<file path="src/cache_pkg.sv">
// shared definitions for the L1 data cache
// geometry constants, address and frame overlays, the processor and memory
// bus bundles and the controller states
// every cache module pulls this in with a wildcard import
package cache_pkg;

    // geometry
    localparam int CACHE_SIZE   = 1024;   // data bytes
    localparam int BLOCK_SIZE   = 2;      // words per block
    localparam int ASSOC        = 2;
    localparam int N_SETS       = CACHE_SIZE / (4 * BLOCK_SIZE * ASSOC);
    localparam int N_SET_BITS   = $clog2(N_SETS);
    localparam int N_BLOCK_BITS = $clog2(BLOCK_SIZE);
    localparam int N_WAY_BITS   = $clog2(ASSOC);
    localparam int N_TAG_BITS   = 32 - N_SET_BITS - N_BLOCK_BITS - 2;

    // everything from here up bypasses the arrays
    localparam logic [31:0] NONCACHE_START = 32'hF000_0000;

    typedef logic [31:0] word_t;
    typedef logic [3:0]  byte_en_t;

    typedef struct packed {
        logic [N_TAG_BITS-1:0]   tag;
        logic [N_SET_BITS-1:0]   set_idx;
        logic [N_BLOCK_BITS-1:0] word_idx;
        logic [1:0]              byte_idx;
    } cache_addr_t;   // same width as a 32-bit address

    typedef struct packed {
        logic                  valid;
        logic                  dirty;
        logic [N_TAG_BITS-1:0] tag;
        word_t [BLOCK_SIZE-1:0] data;
    } cache_frame_t;

    typedef cache_frame_t [ASSOC-1:0] cache_set_t;

    // position of the clear / flush walk
    typedef struct packed {
        logic                  finish;
        logic [N_SET_BITS-1:0] set_num;
        logic [N_WAY_BITS-1:0] way_num;
    } walk_idx_t;

    typedef struct packed {
        logic     ren;
        logic     wen;
        word_t    addr;
        word_t    wdata;
        byte_en_t byte_en;
    } proc_req_t;

    typedef struct packed {
        logic  busy;
        word_t rdata;
    } proc_rsp_t;

    typedef struct packed {
        logic                   ren;
        logic                   wen;
        word_t                  addr;
        byte_en_t               byte_en;
        word_t [BLOCK_SIZE-1:0] wdata;
    } mem_req_t;

    typedef struct packed {
        logic                   dwait;   // memory wait, high while busy
        word_t [BLOCK_SIZE-1:0] rdata;
    } mem_rsp_t;

    typedef enum logic [2:0] {
        CLEAR,
        HIT,
        FETCH,
        WB,
        FLUSH
    } cache_state_t;

endpackage
</file>
<file path="src/flush_counter.sv">
// frame walk counter shared by the post-reset clear and the flush
// steps through the ways of a set, then on to the next set
// finish goes high after the last frame and holds until clear
`timescale 1ns/100ps

module flush_counter import cache_pkg::*; (
    input  logic      CLK,
    input  logic      nRST,
    input  logic      clear,
    input  logic      step,
    output walk_idx_t idx
);

    walk_idx_t next_idx;

    always_ff @(posedge CLK, negedge nRST) begin
        if (!nRST) begin
            idx <= '0;
        end else begin
            idx <= next_idx;
        end
    end

    always_comb begin
        next_idx = idx;
        if (clear) begin
            next_idx = '0;
        end else if (step) begin
            if (idx.way_num == N_WAY_BITS'(ASSOC - 1)) begin
                next_idx.way_num = '0;
                if (idx.set_num == N_SET_BITS'(N_SETS - 1)) begin
                    next_idx.set_num = '0;   // wrap and flag the end
                    next_idx.finish  = 1'b1;
                end else begin
                    next_idx.set_num = idx.set_num + 1'b1;
                end
            end else begin
                next_idx.way_num = idx.way_num + 1'b1;
            end
        end
    end

endmodule

</file>
<file path="config.mk">
export PLATFORM = sky130hd
export DESIGN_NAME = flush_counter
export DESIGN_NICKNAME = d
export VERILOG_FILES = /design/src/cache_pkg.sv /design/src/flush_counter.sv
export SDC_FILE = /design/constraint.sdc
export NUM_CORES = 1
export LEC_CHECK = 0
export BUFFER_PORTS_ARGS = -buffer_cell sky130_fd_sc_hd__buf_2
export CAP_MARGIN = 20
export CORE_AREA = 2 2 39 41
export CTS_BUF_LIST = sky130_fd_sc_hd__clkbuf_8
export DETAILED_ROUTE_END_ITERATION = 8
export DIE_AREA = 0 0 41 43
export GPL_ROUTABILITY_DRIVEN = 0
export SYNTH_ARGS = -nofsm -noshare
export SYNTH_HDL_FRONTEND = slang
export SYNTH_SLANG_ARGS = --single-unit
</file>
<file path="constraint.sdc">
create_clock -name CLK -period 1.45 [get_ports CLK]
set_clock_uncertainty 0.15 [all_clocks]
set_input_delay 0.0725 -clock CLK [delete_from_list [all_inputs] [get_ports CLK]]
set_output_delay 0.0725 -clock CLK [all_outputs]
set_load 0.05 [all_outputs]
</file>
Yosys cells after proc, flatten, opt, wreduce, memory -nomap -nowiden:

Index checks and enable logic that the tools add are counted.

* bits in registers: 8
* logic and storage cells: 17

* add/subtract/negate cells: 2
* equality and inequality tests: 1
* muxes and demuxes: 6
* reductions and logical operators: 5

Operator list (count)
* $mux 8: 2
* $mux 7: 1
* $add 6x1->6 const B: 1
* $eq 6x6->1 const B: 1
* $mux 6: 1
* $reduce_bool 2->1: 3
* $reduce_and 3->1: 1
* $mux 1: 2
* $reduce_and 2->1: 1
* $add 1x1->1 const B: 1

Depth between registers and ports, before layout:

Gate-level depths: netlist of the first run.

* depth after elaboration: 5
* depth in mapped cells: 4

Worst setup path before layout of the first run:

No wires, ideal clock.

* path kind: register -> register
* start: reg idx[1] (netlist name)
* end: reg idx[5] (netlist name)
* setup time: 77 ps
* arrival time: 1468 ps
* slack: -245 ps
* cell stages (with the launch flop): 5
* path buffers: 0
* clock period less this slack: 1695 ps
* path through: dfrtp_1 -> ha_1 -> nand3_1 -> or3_1 -> a21oi_1

* longest elaborated chain between the ends: 5
* elaborated cells on any way between the ends: 6
* classes of those cells: 1 x add/sub; 1 x eq/ne; 4 x mux

RTL lines
* start, declared: line flush_counter.sv:11 `output walk_idx_t idx`
* start signal, assigned: line flush_counter.sv:20 `idx <= next_idx;`
* $add 6x1->6 / $eq 6x6->1 (equally long branches): line flush_counter.sv:35, flush_counter.sv:31
* $mux 6 *: line flush_counter.sv:31 `if (idx.set_num == N_SET_BITS'(N_SETS - 1)) begin`
* $mux 7 *: line flush_counter.sv:29 `if (idx.way_num == N_WAY_BITS'(ASSOC - 1)) begin`
* $mux 8 *: line flush_counter.sv:28 `end else if (step) begin`
* $mux 8 *: line flush_counter.sv:26 `if (clear) begin`

Every way passes the cells marked *; elsewhere a longest branch is shown, timed or not. The select of a mux whose other input is x is not followed.
A chain may end at the register's enable or synchronous reset.

Worst setup path after layout of the first run:

Same ends and word-level chain as after synthesis.

==> summary.md, run 1 <==
| Metric | Value |
|---|---|
| Initial antenna violation count | 0 |
| ANT nets after route | 0 |
| Setup TNS Final | 0 ps |
| Via-to-Cell Ratio | 5.24 |
| Ant diodes | 0 |
| CTS buffer count | 3 |
| Post-Syn Instances | 40 |
| Die area | 0.00176 sq mm |
| Crit path time final | 1300 ps |
| Maximum Capacitance Violations | 0 |
| Critical Path Sink | idx[5] |
| Max FFs per register | 8 |
| Cell Count Post-Placement | 67 |
| Crit share post-route | 89.5% |
| Drt drc | 0 |
| Filler cell count | 139 |
| I/O pin cnt | 12 |
| Post-Syn Nets | 45 |
| Clk_lat worst skew | 230 ps |
| FF+latch count, synth | 8 |
| Largest Register | idx |
| Total congestion overflow | 0 |
| Routed wire length | 922 microns |
| CTS Buffer Depth | 2 |
| Crit Reg-Reg Startpoint | idx[1] |
| # setup viols final | 0 |
| GR Util All Layers | 13.8% |
| Fmax | 0.771 GHz |
| Starting Density | 28.4% |
| Leak pwr | 0.000225 uW |
| Worst hold margin | 20.9 ps |
| Port bufs | 11 |
| Clock Pin Slew Worst Setup and Hold Paths | 40 ps |
| Crit path DAT | 1300 ps |
| Htree depth | 1 |
| RSZ-0062 raised after global routing | false |
| Worst flop-to-flop path endpoint | idx[5] |
| Setup slack after layout | 152 ps |
| Largest net degree at the start of global routing | 9 |
| R2R Setup Slk | 150 ps |
| Die Span Y | 43 microns |
| Final hold vios | 0 |
| Critical path startpoint | idx[1] |
| Crit Path Category | reg -> reg |
| Status | finished, final reports clean |
| Nets | 63 |
| Avg Cell Area, Syn | 9.82 sq um |
| Placed wire-length estimate | 663 microns |
| Commonest non-fill, non-tap cell in the layout | buf_2 |
| Peak supply drop | 0.667 mV |
| Area grow syn2layout | 39.8% |
| Die span in x | 41 microns |
| CTS sink cnt | 8 |
| Setup WS pre-CTS | 152 ps |
| Synth unique cells | 19 |
| CTS tree | yes |
| Worst setup EP type | register |
| Final Non-Filler Cells | 72 |
| Vias in the first global route | 353 |
| Max Slew Vio Count | 0 |
| Largest registers | idx (8) |
| First-pass GRT wire length | 1.50 mm |
| Root Buffer | clkbuf_8 |
| Via count | 377 |
| Worst-Margin Slew | 249 ps |
| HP Class | in -> reg |
| CP max FO | 5 |
| Post-CTS Setup Inserts | 0 |
| Most frequent cells in the layout | buf_2, dfrtp_2, nand3_1, a21oi_1, nand2_1 |
| Yosys warns | 0 |
| Worst R2R Path Depth | 4 |
| DR pass1 iterations | 4 |
| Syn Std Cell Area | 393 sq um |
| Core Area | 0.00138 sq mm |
| Crit start category | register |
| WL/cell | 12.8 microns |
| Slew HR | 83.5% |
| CP required | 1460 ps |
| Post-cts resize count | 0 |
| Cell Rows | 14 |
| Pwr/cell area | 1040 mW/mm^2 |
| Drt initial violations | 9 |
| Register area share after synthesis | 51.0% |
| Share of cells above drive strength 1 | 41.1% |
## cell usage after synthesis
cell / number / area [sq um]
dfrtp_1: 8 / 200
a21oi_1: 4 / 20.0
nand2_1: 4 / 15.0
nand3_1: 4 / 20.0
nor2_1: 3 / 11.3
or3_1: 3 / 18.8
o2111ai_1: 2 / 17.5
a21boi_0: 1 / 7.51
a22oi_1: 1 / 7.51
a31oi_1: 1 / 6.26
ha_1: 1 / 12.5
inv_1: 1 / 3.75
nand2_2: 1 / 6.26
nand4_1: 1 / 6.26
o211ai_1: 1 / 7.51
o21ai_0: 1 / 5.00
o21ba_2: 1 / 10.0
xnor2_1: 1 / 8.76
xor2_1: 1 / 8.76
## cell families (layout without fill, tap and decap cells)
kind of cell	Yosys count	after routing	synth area share [%]
AO/OA/AOI/OAI	12	12	20.7
XOR/XNOR	2	2	4.46
adder cells (fa/ha/maj)	1	1	3.18
buffers and inverters	1	17	0.954
flip-flops	8	8	51.0
AND/OR/NAND/NOR	16	16	19.7
## final cells by class
type	instances	area [sq um]	share of cell area, %
Sequential cell	8	208	37.8
Multi-Input combinational cell	31	201	36.7
Timing Repair Buffer	13	75.1	13.7
Clock buffer	3	41.3	7.52
Tap cell	16	20.0	3.64
Inverter	1	3.75	0.683
## worst min path at each step
stage               from      to  cells after the start
floorplan           nRST  idx[0]                      0
global placement    nRST  idx[6]                      1
detailed placement  nRST  idx[5]                      1
CTS                 step  idx[1]                      3
global route        step  idx[1]                      3
finish              step  idx[1]                      3
## worst max-delay path, cell delays in order (launching register included)
cell     delay [ps]
dfrtp_2         400
ha_4            150
nand3_1          80
or3_1           310
a21oi_1         140
## metal layers
layer  GRT usage (%)  vias to the layer above  routed length (microns)
li1                -                      183                        -
met1            15.1                      174                      383
met2            18.1                       15                      434
met3            7.85                        5                       68
met4            12.0                        0                       35
met5               0                        -                        0
## through the flow
stage	util, %	instance area, sq um	power, uW
detailed placement	35.3	488	303
CTS	39.7	549	578
global placement	35.3	488	302
finish	39.7	549	572
floorplan	-	413	279
global route	39.7	549	604
## timing repair
action                     4_1_cts  5_1_grt
hold endpoints to repair        15        0
setup endpoints to repair        0        0
hold buffers                     2        0
## where the power goes
part           internal (uW)  total (uW)  switching (uW)
clock network            180         269            88.9
logic                   19.0        61.0            42.0
registers                231         242            11.0
No activity file was read; power rests on OpenSTA's default activity.
==> run 2: changes to the inputs <==
Settings changed: BUFFER_PORTS_ARGS -buffer_cell sky130_fd_sc_hd__buf_2 to -buffer_cell sky130_fd_sc_hd__buf_4, RECOVER_POWER set to 50.
==> run 2 against run 1 <==
Setup slack got worse by 51 ps. Critical path depth rose by 1. Die area did not move. Clock power fell by 4%. Largest cell class unchanged.
==> summary.md, run 2 (same netlist as run 1, synthesis figures left out) <==
| Metric | Value |
|---|---|
| CTS sink cnt | 8 (unchanged) |
| Setup TNS Final | 0 ps (unchanged) |
| ANT nets after route | 0 (unchanged) |
| First-pass GRT wire length | 1.52 mm (+1.8%) |
| Vias in the first global route | 332 (-5.9%) |
| I/O pin cnt | 12 (unchanged) |
| Leak pwr | 0.000222 uW (-1.0%) |
| Total power | 570 uW (-0.43%) |
| # setup viols final | 0 (unchanged) |
| Maximum Capacitance Violations | 0 (unchanged) |
| CTS tree | yes |
| Final instance area | 577 sq um (+5.0%) |
| CTS buffer count | 3 (unchanged) |
| CTS Buffer Depth | 2 (unchanged) |
| Placed Instance Area | 515 sq um (+5.6%) |
| Area grow syn2layout | 46.8% |
| GR Util All Layers | 14.0% (+0.20 points) |
| Via count | 363 (-3.7%) |
| Status | finished, final reports clean |
| Crit path time final | 1350 ps (+51.4 ps) |
| Clock Pin Slew Worst Setup and Hold Paths | 40 ps (about the same) |
| Largest net degree at the start of global routing | 9 (unchanged) |
| Worst setup EP type | register |
| Starting Density | 28.4% (unchanged) |
| Drt drc | 0 (unchanged) |
| Routed wire length | 919 microns (-0.33%) |
| WL/cell | 12.6 microns (-1.7%) |
| Final hold vios | 0 (unchanged) |
| Largest registers | idx (8) |
| Peak supply drop | 0.441 mV (-34%) |
| Die area | 0.00176 sq mm (unchanged) |
| Largest Register | idx |
| Die Span Y | 43 microns (unchanged) |
| Commonest non-fill, non-tap cell in the layout | buf_4 |
| Share of cells above drive strength 1 | 36.8% (-4.2 points) |
| Post-cts resize count | 0 (unchanged) |
| Post-CTS Setup Inserts | 0 (unchanged) |
| Worst-Margin Slew | 597 ps (+348 ps) |
| Htree depth | 1 (unchanged) |
| HP Class | in -> async |
| Placed wire-length estimate | 665 microns (+0.29%) |
| Most frequent cells in the layout | buf_4, dfrtp_2, nand3_1, a21oi_1, nand2_1 |
| Nets | 64 (+1.6%) |
| Max Slew Vio Count | 0 (unchanged) |
| Crit share post-route | 93.0% (+3.5 points) |
| CP max FO | 6 (+1) |
| Ant diodes | 0 (unchanged) |
| Filler cell count | 135 (-2.9%) |
| Crit Path Category | in -> reg |
| Port bufs | 11 (unchanged) |
| Total congestion overflow | 0 (unchanged) |
| Crit start category | primary input |
| Fmax | 0.741 GHz (-3.8%) |
| Slew HR | 60.4% (-23 points) |
| Max FFs per register | 8 (unchanged) |
| Cts hold-fix bufs | 3 (+1) |
| RSZ-0062 raised after global routing | false |
| Clk_lat worst skew | 230 ps (about the same) |
| DR pass1 iterations | 4 (unchanged) |
| Crit path DAT | 1340 ps (+40 ps) |
| CP required | 1440 ps (-20 ps) |
| Drt initial violations | 7 (-2) |
| Core Area | 0.00138 sq mm (unchanged) |
| Die span in x | 41 microns (unchanged) |
| Root Buffer | clkbuf_8 |
| Pwr/cell area | 988 mW/mm^2 (-5.2%) |
| Via-to-Cell Ratio | 4.97 (-5.0%) |
| Cell Rows | 14 (unchanged) |
| Initial antenna violation count | 0 (unchanged) |
run 2: layout make-up:
cell class | instances | area, sq um | area share, %
sequential | 8 | 208 | 36.0
multi-input combinational | 31 | 201 | 34.9
timing repair buffer | 14 | 103 | 17.8
clock buffer | 3 | 41.3 | 7.16
tap | 16 | 20.0 | 3.47
inverter | 1 | 3.75 | 0.651
run 2: final timing paths:
kind,from,to,slack (ps),cells past startpoint
worst max-delay path,step,idx[4],100,5
worst min register to register,idx[7],idx[7],360,1
worst min-delay path,nRST,idx[6],140,2
min in group CLK,idx[7],idx[7],360,1
max in group asynchronous,nRST,idx[2],690,2
worst max register to register,idx[1],idx[5],140,4
run 2: critical path, stage by stage:
cell and delay (ps):
dlygate4sd3_1 520, buf_4 140, nand2_2 90, or3_1 350, a31oi_1 160
run 2: metal layers:
layer | part of all wire [%] | up-vias | track usage (%)
li1 | - | 185 | -
met1 | 46 | 163 | 17.4
met4 | 2.6 | 0 | 12.0
met5 | 0 | - | 0
met3 | 5.5 | 2 | 6.28
met2 | 46 | 13 | 17.5
run 2: power breakdown:
group / total (uW) / switching [uW] / internal [uW]
clock: 259 / 80.3 / 179
combinational: 67.4 / 42.0 / 25.4
sequential: 243 / 11.4 / 231
total: 570 / 134 / 436
run 2: per-stage QoR:
| step | util [%] | worst slack [ps] | hold WS (ps) | instances |
|---|---|---|---|---|
| floorplan | - | -27.4 | -373 | 40 |
| global placement | 37.3 | 167 | -252 | 67 |
| detailed placement | 37.3 | 142 | -253 | 67 |
| CTS | 42.4 | 103 | 51.3 | 73 |
| global route | 41.7 | 3.06 | 194 | 73 |
| finish | 41.7 | 101 | 142 | 73 |
