**config.mk**
```make
export PLATFORM = sky130hd
export DESIGN_NAME = cache_lookup
export DESIGN_NICKNAME = d
export VERILOG_FILES = /design/src/cache_pkg.sv /design/src/cache_lookup.sv
export SDC_FILE = /design/constraint.sdc
export NUM_CORES = 1
export LEC_CHECK = 0
export BUFFER_PORTS_ARGS = -buffer_cell sky130_fd_sc_hd__buf_4
export CAP_MARGIN = 20
export CORE_AREA = 3 3 120 122
export DETAILED_ROUTE_END_ITERATION = 7
export DIE_AREA = 0 0 123 125
export GPL_TIMING_DRIVEN = 0
export SYNTH_ARGS = -nofsm -noshare
export SYNTH_HDL_FRONTEND = slang
export SYNTH_SLANG_ARGS = --single-unit
```
**constraint.sdc**
```tcl
create_clock -name vclk -period 2.2
set_clock_uncertainty 0.15 [all_clocks]
set_input_delay 0.33 -clock vclk [all_inputs]
set_output_delay 0.33 -clock vclk [all_outputs]
set_load 0.01 [all_outputs]
```
**src/cache_pkg.sv**
```systemverilog
// shared definitions for the L1 data cache
// geometry constants, address and frame overlays, the processor and memory
// bus bundles and the controller states
// every cache module pulls this in with a wildcard import
package cache_pkg;

    // geometry
    localparam int CACHE_SIZE   = 1024;   // data bytes
    localparam int BLOCK_SIZE   = 2;      // words per block
    localparam int ASSOC        = 2;
    localparam int N_SETS       = CACHE_SIZE / (4 * BLOCK_SIZE * ASSOC);
    localparam int N_SET_BITS   = $clog2(N_SETS);
    localparam int N_BLOCK_BITS = $clog2(BLOCK_SIZE);
    localparam int N_WAY_BITS   = $clog2(ASSOC);
    localparam int N_TAG_BITS   = 32 - N_SET_BITS - N_BLOCK_BITS - 2;

    // everything from here up bypasses the arrays
    localparam logic [31:0] NONCACHE_START = 32'hF000_0000;

    typedef logic [31:0] word_t;
    typedef logic [3:0]  byte_en_t;

    typedef struct packed {
        logic [N_TAG_BITS-1:0]   tag;
        logic [N_SET_BITS-1:0]   set_idx;
        logic [N_BLOCK_BITS-1:0] word_idx;
        logic [1:0]              byte_idx;
    } cache_addr_t;   // same width as a 32-bit address

    typedef struct packed {
        logic                  valid;
        logic                  dirty;
        logic [N_TAG_BITS-1:0] tag;
        word_t [BLOCK_SIZE-1:0] data;
    } cache_frame_t;

    typedef cache_frame_t [ASSOC-1:0] cache_set_t;

    // position of the clear / flush walk
    typedef struct packed {
        logic                  finish;
        logic [N_SET_BITS-1:0] set_num;
        logic [N_WAY_BITS-1:0] way_num;
    } walk_idx_t;

    typedef struct packed {
        logic     ren;
        logic     wen;
        word_t    addr;
        word_t    wdata;
        byte_en_t byte_en;
    } proc_req_t;

    typedef struct packed {
        logic  busy;
        word_t rdata;
    } proc_rsp_t;

    typedef struct packed {
        logic                   ren;
        logic                   wen;
        word_t                  addr;
        byte_en_t               byte_en;
        word_t [BLOCK_SIZE-1:0] wdata;
    } mem_req_t;

    typedef struct packed {
        logic                   dwait;   // memory wait, high while busy
        word_t [BLOCK_SIZE-1:0] rdata;
    } mem_rsp_t;

    typedef enum logic [2:0] {
        CLEAR,
        HIT,
        FETCH,
        WB,
        FLUSH
    } cache_state_t;

endpackage
```
**src/cache_lookup.sv**
```systemverilog
// hit detection and victim choice for the set read from the store
// purely combinational; the uncached range is handled by the controller
`timescale 1ns/100ps

module cache_lookup import cache_pkg::*; (
    input  cache_set_t            rset,
    input  cache_addr_t           addr,
    input  logic [N_SETS-1:0]     last_used,
    output logic                  hit,
    output logic [N_WAY_BITS-1:0] hit_way,
    output logic [N_WAY_BITS-1:0] victim_way,
    output word_t                 hit_word
);

    logic [N_WAY_BITS-1:0] mru;

    // tag compare over all ways
    always_comb begin
        hit      = 1'b0;
        hit_way  = '0;
        hit_word = '0;
        for (int i = 0; i < ASSOC; i++) begin
            if (rset[i].valid && rset[i].tag == addr.tag) begin
                hit      = 1'b1;
                hit_way  = N_WAY_BITS'(i);
                hit_word = rset[i].data[addr.word_idx];   // addressed word only
            end
        end
    end

    // NRU, evict the way after the last one touched
    assign mru        = N_WAY_BITS'(last_used[addr.set_idx]);
    assign victim_way = (mru == N_WAY_BITS'(ASSOC - 1)) ? '0 : mru + 1'b1;

endmodule

```
**Word level (Yosys, flattened, before mapping)**

Index checks and enable logic that the tools add are counted.

- Register bits: 0
- Word-level logic and storage cells: 19

- Add/subtract/negate cells: 1
- Order comparisons: 2
- Equality and inequality tests: 2
- Mux-type cells: 12
- Reduce and logical (&&, ||, !) cells: 2

Operators by type and width:

| kind | count |
|---|---|
| 2-to-1 mux 32 bit | 6 |
| == test 23 bit | 2 |
| < comparator 6 x 7 -> 1 bit, second input constant | 1 |
| binary-select mux 1 bit (select 6 bit) | 1 |
| 2-to-1 mux 1 bit | 5 |
| logical AND 1 bit | 2 |
| < comparator 1 x 2 -> 1 bit, second input constant | 1 |
| adder 1 bit, second input constant | 1 |

**Depth between registers and ports, before layout**

Gate-level depths: netlist of the first run.

- Depth after elaboration: 4
- Gate-level depth with buffers: 7
- Gate-level depth less buffers: 5

**Least setup slack after synthesis of the first run**

Ideal clock, no wire load.

- Path kind: input -> output
- From: input port addr[3] (netlist bit)
- To: output port victim_way
- Arrival time: 1713 ps
- Required time: 1720 ps
- Path slack: 7 ps
- Stages on the path: 7
- Path buffers: 2
- Path through: buf_2 -> buf_4 -> mux4_2 -> mux2i_1 -> mux2i_1 -> o21ai_0 -> a31o_2

- Longest elaborated chain between the ends: 4

RTL lines:

| what | RTL line | text |
|---|---|---|
| start: declaration | cache_lookup.sv:7 | `input cache_addr_t addr,` |
| binary-select mux 1 bit (select 6 bit) (*) | cache_lookup.sv:32 | `assign mru = N_WAY_BITS'(last_used[addr.set_idx]);` |
| 2-to-1 mux 1 bit (not written as such) (*) | cache_lookup.sv:32 |  |
| adder 1 bit | cache_lookup.sv:33 | `assign victim_way = (mru == N_WAY_BITS'(ASSOC - 1)) ? '0 : mru + 1'b1;` |
| 2-to-1 mux 1 bit (*) | cache_lookup.sv:33 |  |
| end: declaration | cache_lookup.sv:11 | `output logic [N_WAY_BITS-1:0] victim_way,` |

Every way passes the cells marked *; elsewhere a longest branch is shown, timed or not. The select of a mux whose other input is x is not followed.

**Final worst setup path of the first run**

- From: input port addr[25] (netlist bit)
- To: output port hit_word[22]

- Longest elaborated chain between the ends: 4
- Elaborated cells on any way between the ends: 6
- Those cells by class: 2 x eq/ne; 2 x mux; 2 x reduce/logical

RTL lines:

| what | RTL line | text |
|---|---|---|
| == test 23 bit | cache_lookup.sv:23 | `if (rset[i].valid && rset[i].tag == addr.tag) begin` |
| logical AND 1 bit | cache_lookup.sv:23 |  |
| 2-to-1 mux 32 bit | cache_lookup.sv:23 |  |
| 2-to-1 mux 32 bit (*) | cache_lookup.sv:23 |  |
| end: declaration | cache_lookup.sv:12 | `output word_t hit_word` |

Every way passes the cells marked *; elsewhere a longest branch is shown, timed or not.

==> results of run 1 <==
==> power breakdown <==
part / total (µW) / internal [µW] / leakage (µW) / switching [µW]
Clock: 0.0000614 / 0.0000614 / 0.00000000634 / 0
Sequential: 0 / 0 / 0 / 0
Combinational: 771 / 517 / 0.00265 / 254
Total: 771 / 517 / 0.00265 / 254
==> synthesized netlist by cell type, drive strengths merged <==
cell    count
mux2i      71
nand3      34
mux2       33
xnor2      30
xor2       16
mux4       14
buf        13
clkbuf     11
nand4       9
nor4        5
nand2       4
nor2        4
a22oi       3
nand2b      3
nor2b       2
a22o        1
a311oi      1
a31o        1
a31oi       1
and4b       1
inv         1
nand3b      1
o21ai       1
or3         1
==> final timing paths <==
path	from	endpoint	slack (ns)
min	rset[96]	hit_word[7]	0.90
max	addr[25]	hit_word[22]	-0.34
==> per-stage QoR <==
step,hold WS [ns],cells,TNS (ns)
6_report,0.896,747,-10.32
5_1_grt,0.921,747,-12.90
4_1_cts,0.901,744,-11.58
3_5_place_dp,0.893,737,-23.55
3_3_place_gp,0.891,737,-23.66
2_1_floorplan,0.728,261,0
==> critical path: stages <==
cell and delay [ns]:
buf_8 0.10, xor2_2 0.16, nor4_2 0.35, nand4_1 0.14, or3_4 0.45, buf_12 0.19
mux2i_4 0.19, buf_6 0.13
==> layout make-up <==
class	instances	area (µm²)	share of cell area
diodes	1	2.50	0.000487
plain buffers	23	191	0.0372
inverters	1	3.75	0.000730
multi-input cells	236	2310	0.450
well taps	176	220	0.0428
repair buffers	310	2410	0.469
==> timing repair <==
item,in CTS,in global routing
cloned,1,1
pin swaps,4,2
resized for setup,38,21
endpoints found under the hold margin,0,0
endpoints found under the setup margin,35,35
setup buffers,6,2
==> layout by cell type, fill, tap and decap left out, types with 2 or more instances in the layout <==
cell type,count
a22oi_1,3
buf_12,5
buf_2,5
buf_4,302
buf_6,5
buf_8,3
clkbuf_1,3
clkbuf_2,6
clkbuf_4,2
mux2_2,32
mux2i_1,64
mux2i_2,5
mux2i_4,2
mux4_2,14
nand2_1,4
nand2b_1,3
nand3_1,33
nand4_1,9
nor2_1,3
nor2b_1,2
nor4_2,3
xnor2_1,30
xor2_1,14
xor2_2,2
==> cells by family after synthesis <==
kind of cell / synth area share
AOI/OAI and AO/OA: 0.0254
muxes: 0.591
buffers and inverters: 0.0656
xor gates and xnor gates: 0.170
and+or+nand+nor: 0.148
==> layer usage <==
layer | vias up | global-route usage
li1 | 1608 | -
met1 | 1544 | 0.164
met2 | 216 | 0.328
met3 | 20 | 0.0294
met4 | 2 | 0.0384
met5 | - | 0
==> impl_results.md, run 1 <==
* Share of layout cells above drive strength 1 at 0.691
* RSZ-0062 raised after global routing: true
* Synth warn at 0
* HP Class: in2out
* Flip-flop and latch count at 0
* Worst setup margin at -0.343 ns
* Total power at 771 µW
* Final period util at 1.16
* Average vias per placed instance at 4.54
* Final design utilization at 0.387
* Initial DRT Pass Iterations at 4
* Met1 WL at 4680 µm
* Post-synthesis cell area at 0.00236 mm²
* Count of pins over their slew limit at 0
* Layout area overhead at 117%
* Fmax at just under 0.4 GHz
* Grt ovf at 0
* Failing checks: setup timing
* First-pass GRT wire length at 19400 µm
* WP data required at 1.72 ns
* Total nets after synthesis at between 500 and 600
* Synth top area share at 0.301
* Met2 WL post-DR at 7580 µm
* Largest area contributor in the netlist: mux2i_1
* Number of fill cells at 1371
* Initial antenna violation count at 2
* CLK BUF at 0
* Vias in the first global route at 3721
* Post-CTS Hold Buffers at 0
* Avg Cell Area, Syn at approximately 9.1 µm²
* ANT nets after route at 0
* Post-route cell area at 0.00514 mm²
* Outcome: complete, but fails checks
* Top area cells in the synthesized netlist: mux2i_1 (30%), mux2_2 (16%), mux4_2 (13%), xnor2_1 (11%), nand3_1 (7.2%)
* Worst Hold Depth at 4
* Final Setup Violations at 35
* Initial Utilization at 0.178
* Slew @ Worst Pin at 0.540 ns
* Max-cap violation count at 0
* Final HPWL from detailed placement at approximately 12000 µm
* Number of library cell types mapped by synthesis at 30
* Crit end category: primary output
* Met3 routed WL at 1360 µm
* Final Hold Viols at 0
* Crit-path max FO at 10
* Leak at 0.00265 µW
* Dpl ws at -0.843 ns
* Critical path arrival at 2.06 ns
* Post-Route WL at 14000 µm
* Max layer used: met5
* Die Y at 125 µm
* Maximum vdd drop at 0.103 mV
* Width of the die at 123 µm
* DRC Markers at 0
* Number of DRC markers in iteration 0 at 95
* Register area at 0 µm²
* Pin count of the biggest net entering global routing at 11
* Sequential fraction of the synthesis area at 0
* Critical path class: in2out
* # rows at 42
* Wire length per cell at around 19 µm
* I/O pin count at 309
* Port bufs at 300
* Mapped Cells at 261
* Tmin final at 2.54 ns
* CP Launch Type: primary input
* Post-DP Area at 0.00484 mm²
* Die area at 0.0154 mm²
* Max-slew headroom at 0.640
* Final nets at 846
* Core area at roughly 0.013 mm²
* P per Cell Area at 150 mW/mm²
* GP Congestion at roughly 0.94
* Vias post-DR at 3390
* Total GRT Usage at 0.161
Note: power is estimated with default switching activity, not from simulation.
==> run 2, diff against run 1 <==
MAX_ROUTING_LAYER = met4   (was not set)
==> run 2 against run 1 <==
Net effect:
- the run still ends with setup timing left
- wire length down 1.1%
- sequential cell count stayed put
- hold slack improved by 0.00054 ns
- count of clock-buffer cells in the layout stayed put
==> impl_results.md, run 2 (synthesis gave the netlist of run 1 again) <==
* Outcome: complete, but fails checks (unchanged)
* Failing checks: setup timing (unchanged)
* Worst setup margin at -0.286 ns (was -0.343 ns)
* Core area at 0.0133 mm² (unchanged)
* Flip-flop and latch count at 0 (unchanged)
* Total power at 782 µW (was 771 µW)
* Die area at 0.0154 mm² (unchanged)
* Final nets at 848 (was 846)
* Post-Route WL at 13800 µm (was 14000 µm)
* Register area at 0 µm² (unchanged)
* # rows at 42 (unchanged)
* DRC Markers at 0 (unchanged)
* Sw power at 259 µW (was 254 µW)
* Number of fill cells at 1357 (was 1371)
* Slew @ Worst Pin at 0.548 ns (was 0.540 ns)
* Fmax at 0.402 GHz (was 0.393 GHz)
* Post-route cell area at 0.00526 mm² (was 0.00514 mm²)
* HP Class: in2out (unchanged)
* Most frequent cells in the layout: buf_4 (296), mux2i_1 (65), nand3_1 (33) (was buf_4 (302), mux2i_1 (64), nand3_1 (33))
* P per Cell Area at 149 mW/mm² (was 150 mW/mm²)
* Port bufs at 300 (unchanged)
* Max-slew headroom at 0.634 (was 0.640)
* Met1 WL at 4710 µm (was 4680 µm)
* Critical path class: in2out (unchanged)
* Number of DRC markers in iteration 0 at 84 (was 95)
* GP Congestion at 0.954 (was 0.939)
* Initial DRT Pass Iterations at 4 (unchanged)
* ANT nets after route at 0 (unchanged)
* Clock power share at 0 (about the same)
* Sequential share of power at 0 (about the same)
* Final design utilization at 0.395 (was 0.387)
* RSZ-0062 raised after global routing: true (unchanged)
* Initial Utilization at 0.178 (unchanged)
* First-pass GRT wire length at 19500 µm (was 19400 µm)
* Met2 WL post-DR at 7420 µm (was 7580 µm)
* Max layer used: met4 (was met5)
* Internal at 524 µW (was 517 µW)
* Layout area overhead at 122% (was 117%)
* Crit-path max FO at 10 (unchanged)
* Total GRT Usage at 0.166 (was 0.161)
* WP data required at 1.72 ns (about the same)
* I/O pin count at 309 (unchanged)
* Post-DP Area at 0.00484 mm² (unchanged)
* Width of the die at 123 µm (unchanged)
* Share of layout cells above drive strength 1 at 0.698 (was 0.691)
* Maximum vdd drop at 0.103 mV (about the same)
* Average vias per placed instance at 4.54 (about the same)
* Final Non-Filler Cells at 750 (was 747)
* Commonest non-fill, non-tap cell in the layout: buf_4 (unchanged)
* Vias post-DR at 3403 (was 3390)
* Combinational Power Share at 1.000 (about the same)
* Critical path arrival at 2.01 ns (was 2.06 ns)
* Count of pins over their slew limit at 0 (unchanged)
* Max-cap violation count at 0 (unchanged)
* Leak at 0.00270 µW (was 0.00265 µW)
* Vias in the first global route at 3695 (was 3721)
* Final Setup Violations at 35 (unchanged)
* Wire length per cell at 18.4 µm (was 18.7 µm)
* Switching Share at 0.331 (was 0.329)
* Placed Cells incl. Taps at 737 (unchanged)
* Final HPWL from detailed placement at 12100 µm (was 12200 µm)
* Grt ovf at 0 (unchanged)
* Pin count of the biggest net entering global routing at 11 (unchanged)
* Die Y at 125 µm (unchanged)
* CLK BUF at 0 (unchanged)
* Post-CTS Hold Buffers at 0 (unchanged)
* Final Hold Viols at 0 (unchanged)
* Tmin final at 2.49 ns (was 2.54 ns)
* Crit end category: primary output (unchanged)
* Final period util at 1.13 (was 1.16)
* Met3 routed WL at 1210 µm (was 1360 µm)
* Initial antenna violation count at 2 (unchanged)
* CP Launch Type: primary input (unchanged)
==> run 2: cell types whose count changed in the layout (fill, tap and decap cells not counted), moves of 2 or more <==
cell / delta
buf_4: -6
buf_6: +7
xnor2_1: -2
buf_12: +2
buf_8: -2
==> run 2: path summary, 6_finish.rpt <==
kind | start | endpoint | slack (ns) | depth (start not counted)
hold / removal | rset[97] | hit_word[8] | 0.90 | 4
setup / recovery | addr[29] | hit_word[22] | -0.29 | 9
==> run 2: routing by layer <==
| metal | vias up | GRT usage |
|---|---|---|
| met5 | - | - |
| met2 | 206 | 0.323 |
| met4 | 0 | 0.0450 |
| li1 | 1618 | - |
| met1 | 1557 | 0.171 |
| met3 | 22 | 0.0217 |
==> run 2: area by class of cell <==
cell class / instances / area (µm²) / share of cell area
Timing Repair Buffer: 311 / 2450 / 0.465
Inverter: 1 / 3.75 / 0.000714
Multi-Input combinational cell: 236 / 2350 / 0.448
Antenna cell: 2 / 5.00 / 0.000952
Tap cell: 176 / 220 / 0.0419
Buffer: 24 / 225 / 0.0429
==> run 2: what timing repair did <==
item                                    in CTS  in global routing
gates cloned                                 2                  1
setup buffers                                8                  0
gates resized for setup                     39                 34
pin swaps                                    2                  6
endpoints found under the setup margin      35                 35
==> run 2: worst max-delay path, cell delays in order <==
cell     delay (ns)
buf_4          0.14
xnor2_4        0.18
nand4_1        0.21
nor4_4         0.31
buf_6          0.16
buf_2          0.22
nand3_1        0.15
mux2i_4        0.18
buf_6          0.13
==> run 2: power groups by stage <==
| stage | Combinational, µW | Sequential [µW] | Clock (µW) |
|---|---|---|---|
| floorplan | 283 | 0 | 0 |
| global placement | 715 | 0 | 0 |
| detailed placement | 728 | 0 | 0 |
| CTS | 766 | 0 | 0 |
| global route | 841 | 0 | 0.000122 |
| finish | 782 | 0 | 0.000122 |
==> run 2: stage by stage <==
stage	hold WS [ns]	setup TNS, ns	setup slack, ns
2_1_floorplan	0.728	0	0.00711
3_3_place_gp	0.890	-23.57	-0.889
3_5_place_dp	0.891	-23.17	-0.842
4_1_cts	0.903	-10.65	-0.357
5_1_grt	0.920	-11.69	-0.378
6_report	0.896	-8.63	-0.286
==> run 3, diff against run 2 <==
CORE_AREA = 2 2 119 121   (was 3 3 120 122)
DIE_AREA = 0 0 121 123   (was 0 0 123 125)
MAX_ROUTING_LAYER = not set   (was met4)
REMOVE_ABC_BUFFERS = 1   (was not set)
==> run 3 against run 2 <==
Net effect:
- the run still ends with setup timing left
- non-clock buffer count down 13
- critical path depth down 1
- combinational power down 4.5%
- worst setup slack worse by 0.069 ns
- utilization down 2.0 points
- final area down 2.8%
- first-iteration DRC count down 30%
- die area down 3.2%
- wire length down 9.8%
- critical path type unchanged
==> impl_results.md, run 3 (synthesis gave the netlist of run 1 again) <==
* Critical path's largest stage delay at 0.44 ns (was 0.31 ns)
* Port bufs at 305 (was 300)
* Wire length per cell at 16.8 µm (was 18.4 µm)
* Layout area overhead at 116% (was 122%)
* I/O pin count at 309 (unchanged)
* Final nets at 836 (was 848)
* Diode count at 0 (was 2)
* Post-CTS Hold Buffers at 0 (unchanged)
* Pin count of the biggest net entering global routing at 65 (was 11)
* # rows at 43 (was 42)
* Maximum vdd drop at 0.0742 mV (was 0.103 mV)
* Width of the die at 121 µm (was 123 µm)
* Count of pins over their slew limit at 0 (unchanged)
* P per Cell Area at 146 mW/mm² (was 149 mW/mm²)
* Final period util at 1.16 (was 1.13)
* Outcome: complete, but fails checks (unchanged)
* Initial DRT Pass Iterations at 4 (unchanged)
* Leak at 0.00265 µW (was 0.00270 µW)
* RSZ-0062 raised after global routing: true (unchanged)
* ANT nets after route at 0 (unchanged)
* Tmin final at 2.55 ns (was 2.49 ns)
* CLK BUF at 0 (unchanged)
* CP Cell Sequence: buf_6 > xor2_1 > nor4_1 > nand4_1 > or3_4 > clkbuf_16 > mux2i_1 > buf_4 (was buf_4 > xnor2_4 > nand4_1 > nor4_4 > buf_6 > buf_2 > nand3_1 > mux2i_4 > buf_6)
* Register area at 0 µm² (unchanged)
* Fmax at 0.391 GHz (was 0.402 GHz)
* Total GRT Usage at 0.140 (was 0.166)
* Final Hold Viols at 0 (unchanged)
* Critical Path Slowest Stage Cell: or3_4 (was nor4_4)
* First-pass GRT wire length at 16800 µm (was 19500 µm)
* Commonest non-fill, non-tap cell in the layout: buf_4 (unchanged)
* Share of layout cells above drive strength 1 at 0.680 (was 0.698)
* Post-Route WL at 12400 µm (was 13800 µm)
* Number of DRC markers in iteration 0 at 59 (was 84)
* Die area at 0.0149 mm² (was 0.0154 mm²)
* Hold Slack at 0.890 ns (was 0.896 ns)
* Worst setup margin at -0.355 ns (was -0.286 ns)
* CP Launch Type: primary input (unchanged)
* Critical path class: in2out (unchanged)
* Vias in the first global route at 3367 (was 3695)
* Core area at 0.0136 mm² (was 0.0133 mm²)
* Initial Utilization at 0.174 (was 0.178)
* Flip-flop and latch count at 0 (unchanged)
* Slew @ Worst Pin at 0.959 ns (was 0.548 ns)
* Vias post-DR at 3288 (was 3403)
* Total power at 747 µW (was 782 µW)
* HP Class: in2out (unchanged)
* WP data required at 1.72 ns (about the same)
* Die Y at 123 µm (was 125 µm)
* Multi-input combinational cell area at 0.00229 mm² (was 0.00235 mm²)
* Max-cap violation count at 0 (unchanged)
* Max-slew headroom at 0.360 (was 0.634)
* Initial antenna violation count at 0 (was 2)
* Crit-path max FO at 8 (was 10)
* GP Congestion at 0.922 (was 0.954)
* Average vias per placed instance at 4.44 (was 4.54)
* Final Setup Violations at 34 (was 35)
* Failing checks: setup timing (unchanged)
* Most frequent cells in the layout: buf_4 (302), mux2i_1 (68), nand3_1 (34) (was buf_4 (296), mux2i_1 (65), nand3_1 (33))
* Grt ovf at 0 (unchanged)
* DRC Markers at 0 (unchanged)
* Final HPWL from detailed placement at 9780 µm (was 12100 µm)
* Critical path arrival at 2.07 ns (was 2.01 ns)
* Crit end category: primary output (unchanged)
* Number of fill cells at 1379 (was 1357)
[run 3: cell types whose count changed in the layout (fill, tap and decap cells not counted), sizes merged]
cell    delta
buf        -5
clkbuf     -8
nor2       +1
diode      -2
[run 3: repair_timing]
item	in CTS	in global routing
setup buffers	8	2
pin swaps	6	5
setup endpoints to repair	35	35
gates cloned	1	4
gates resized for setup	17	11
[run 3: report_power, final]
| part | switching (µW) | internal [µW] | total, µW |
|---|---|---|---|
| Sequential | 0 | 0 | 0 |
| Clock | 0 | 0 | 0 |
| Combinational | 233 | 514 | 747 |
| Total | 233 | 514 | 747 |
[run 3: per-stage QoR]
step	instances	setup WS, ns	util	area (µm²)	setup TNS [ns]
2_1_floorplan	237	-0.783	-	2210	-25.95
3_3_place_gp	722	-2.50	0.347	4730	-74.31
3_5_place_dp	725	-0.652	0.352	4790	-19.80
4_1_cts	734	-0.373	0.364	4960	-10.90
5_1_grt	740	-0.424	0.375	5110	-13.17
6_report	740	-0.355	0.375	5110	-10.41
[run 3: critical path: cells and delay by family]
kind                      cells  cell delay, ns
muxes                         1            0.18
and+or+nand+nor               3            0.96
buffers and inverters         3            0.46
xor gates and xnor gates      1            0.15
[run 3: worst paths after layout]
path,startpoint,endpoint,slack (ns),cells after the start
min,rset[142],hit_word[21],0.89,4
max,addr[21],hit_word[18],-0.35,8
[run 3: final cells by class]
cell class         instances  share of cell area
well taps                180              0.0441
inverters                  1            0.000735
repair buffers           322               0.506
multi-input cells        237               0.449
[run 3: per-layer routing]
metal | part of all wire | track usage
met1 | 0.37 | 0.160
met2 | 0.53 | 0.276
met3 | 0.079 | 0.0203
met4 | 0.017 | 0.0240
met5 | 0 | 0
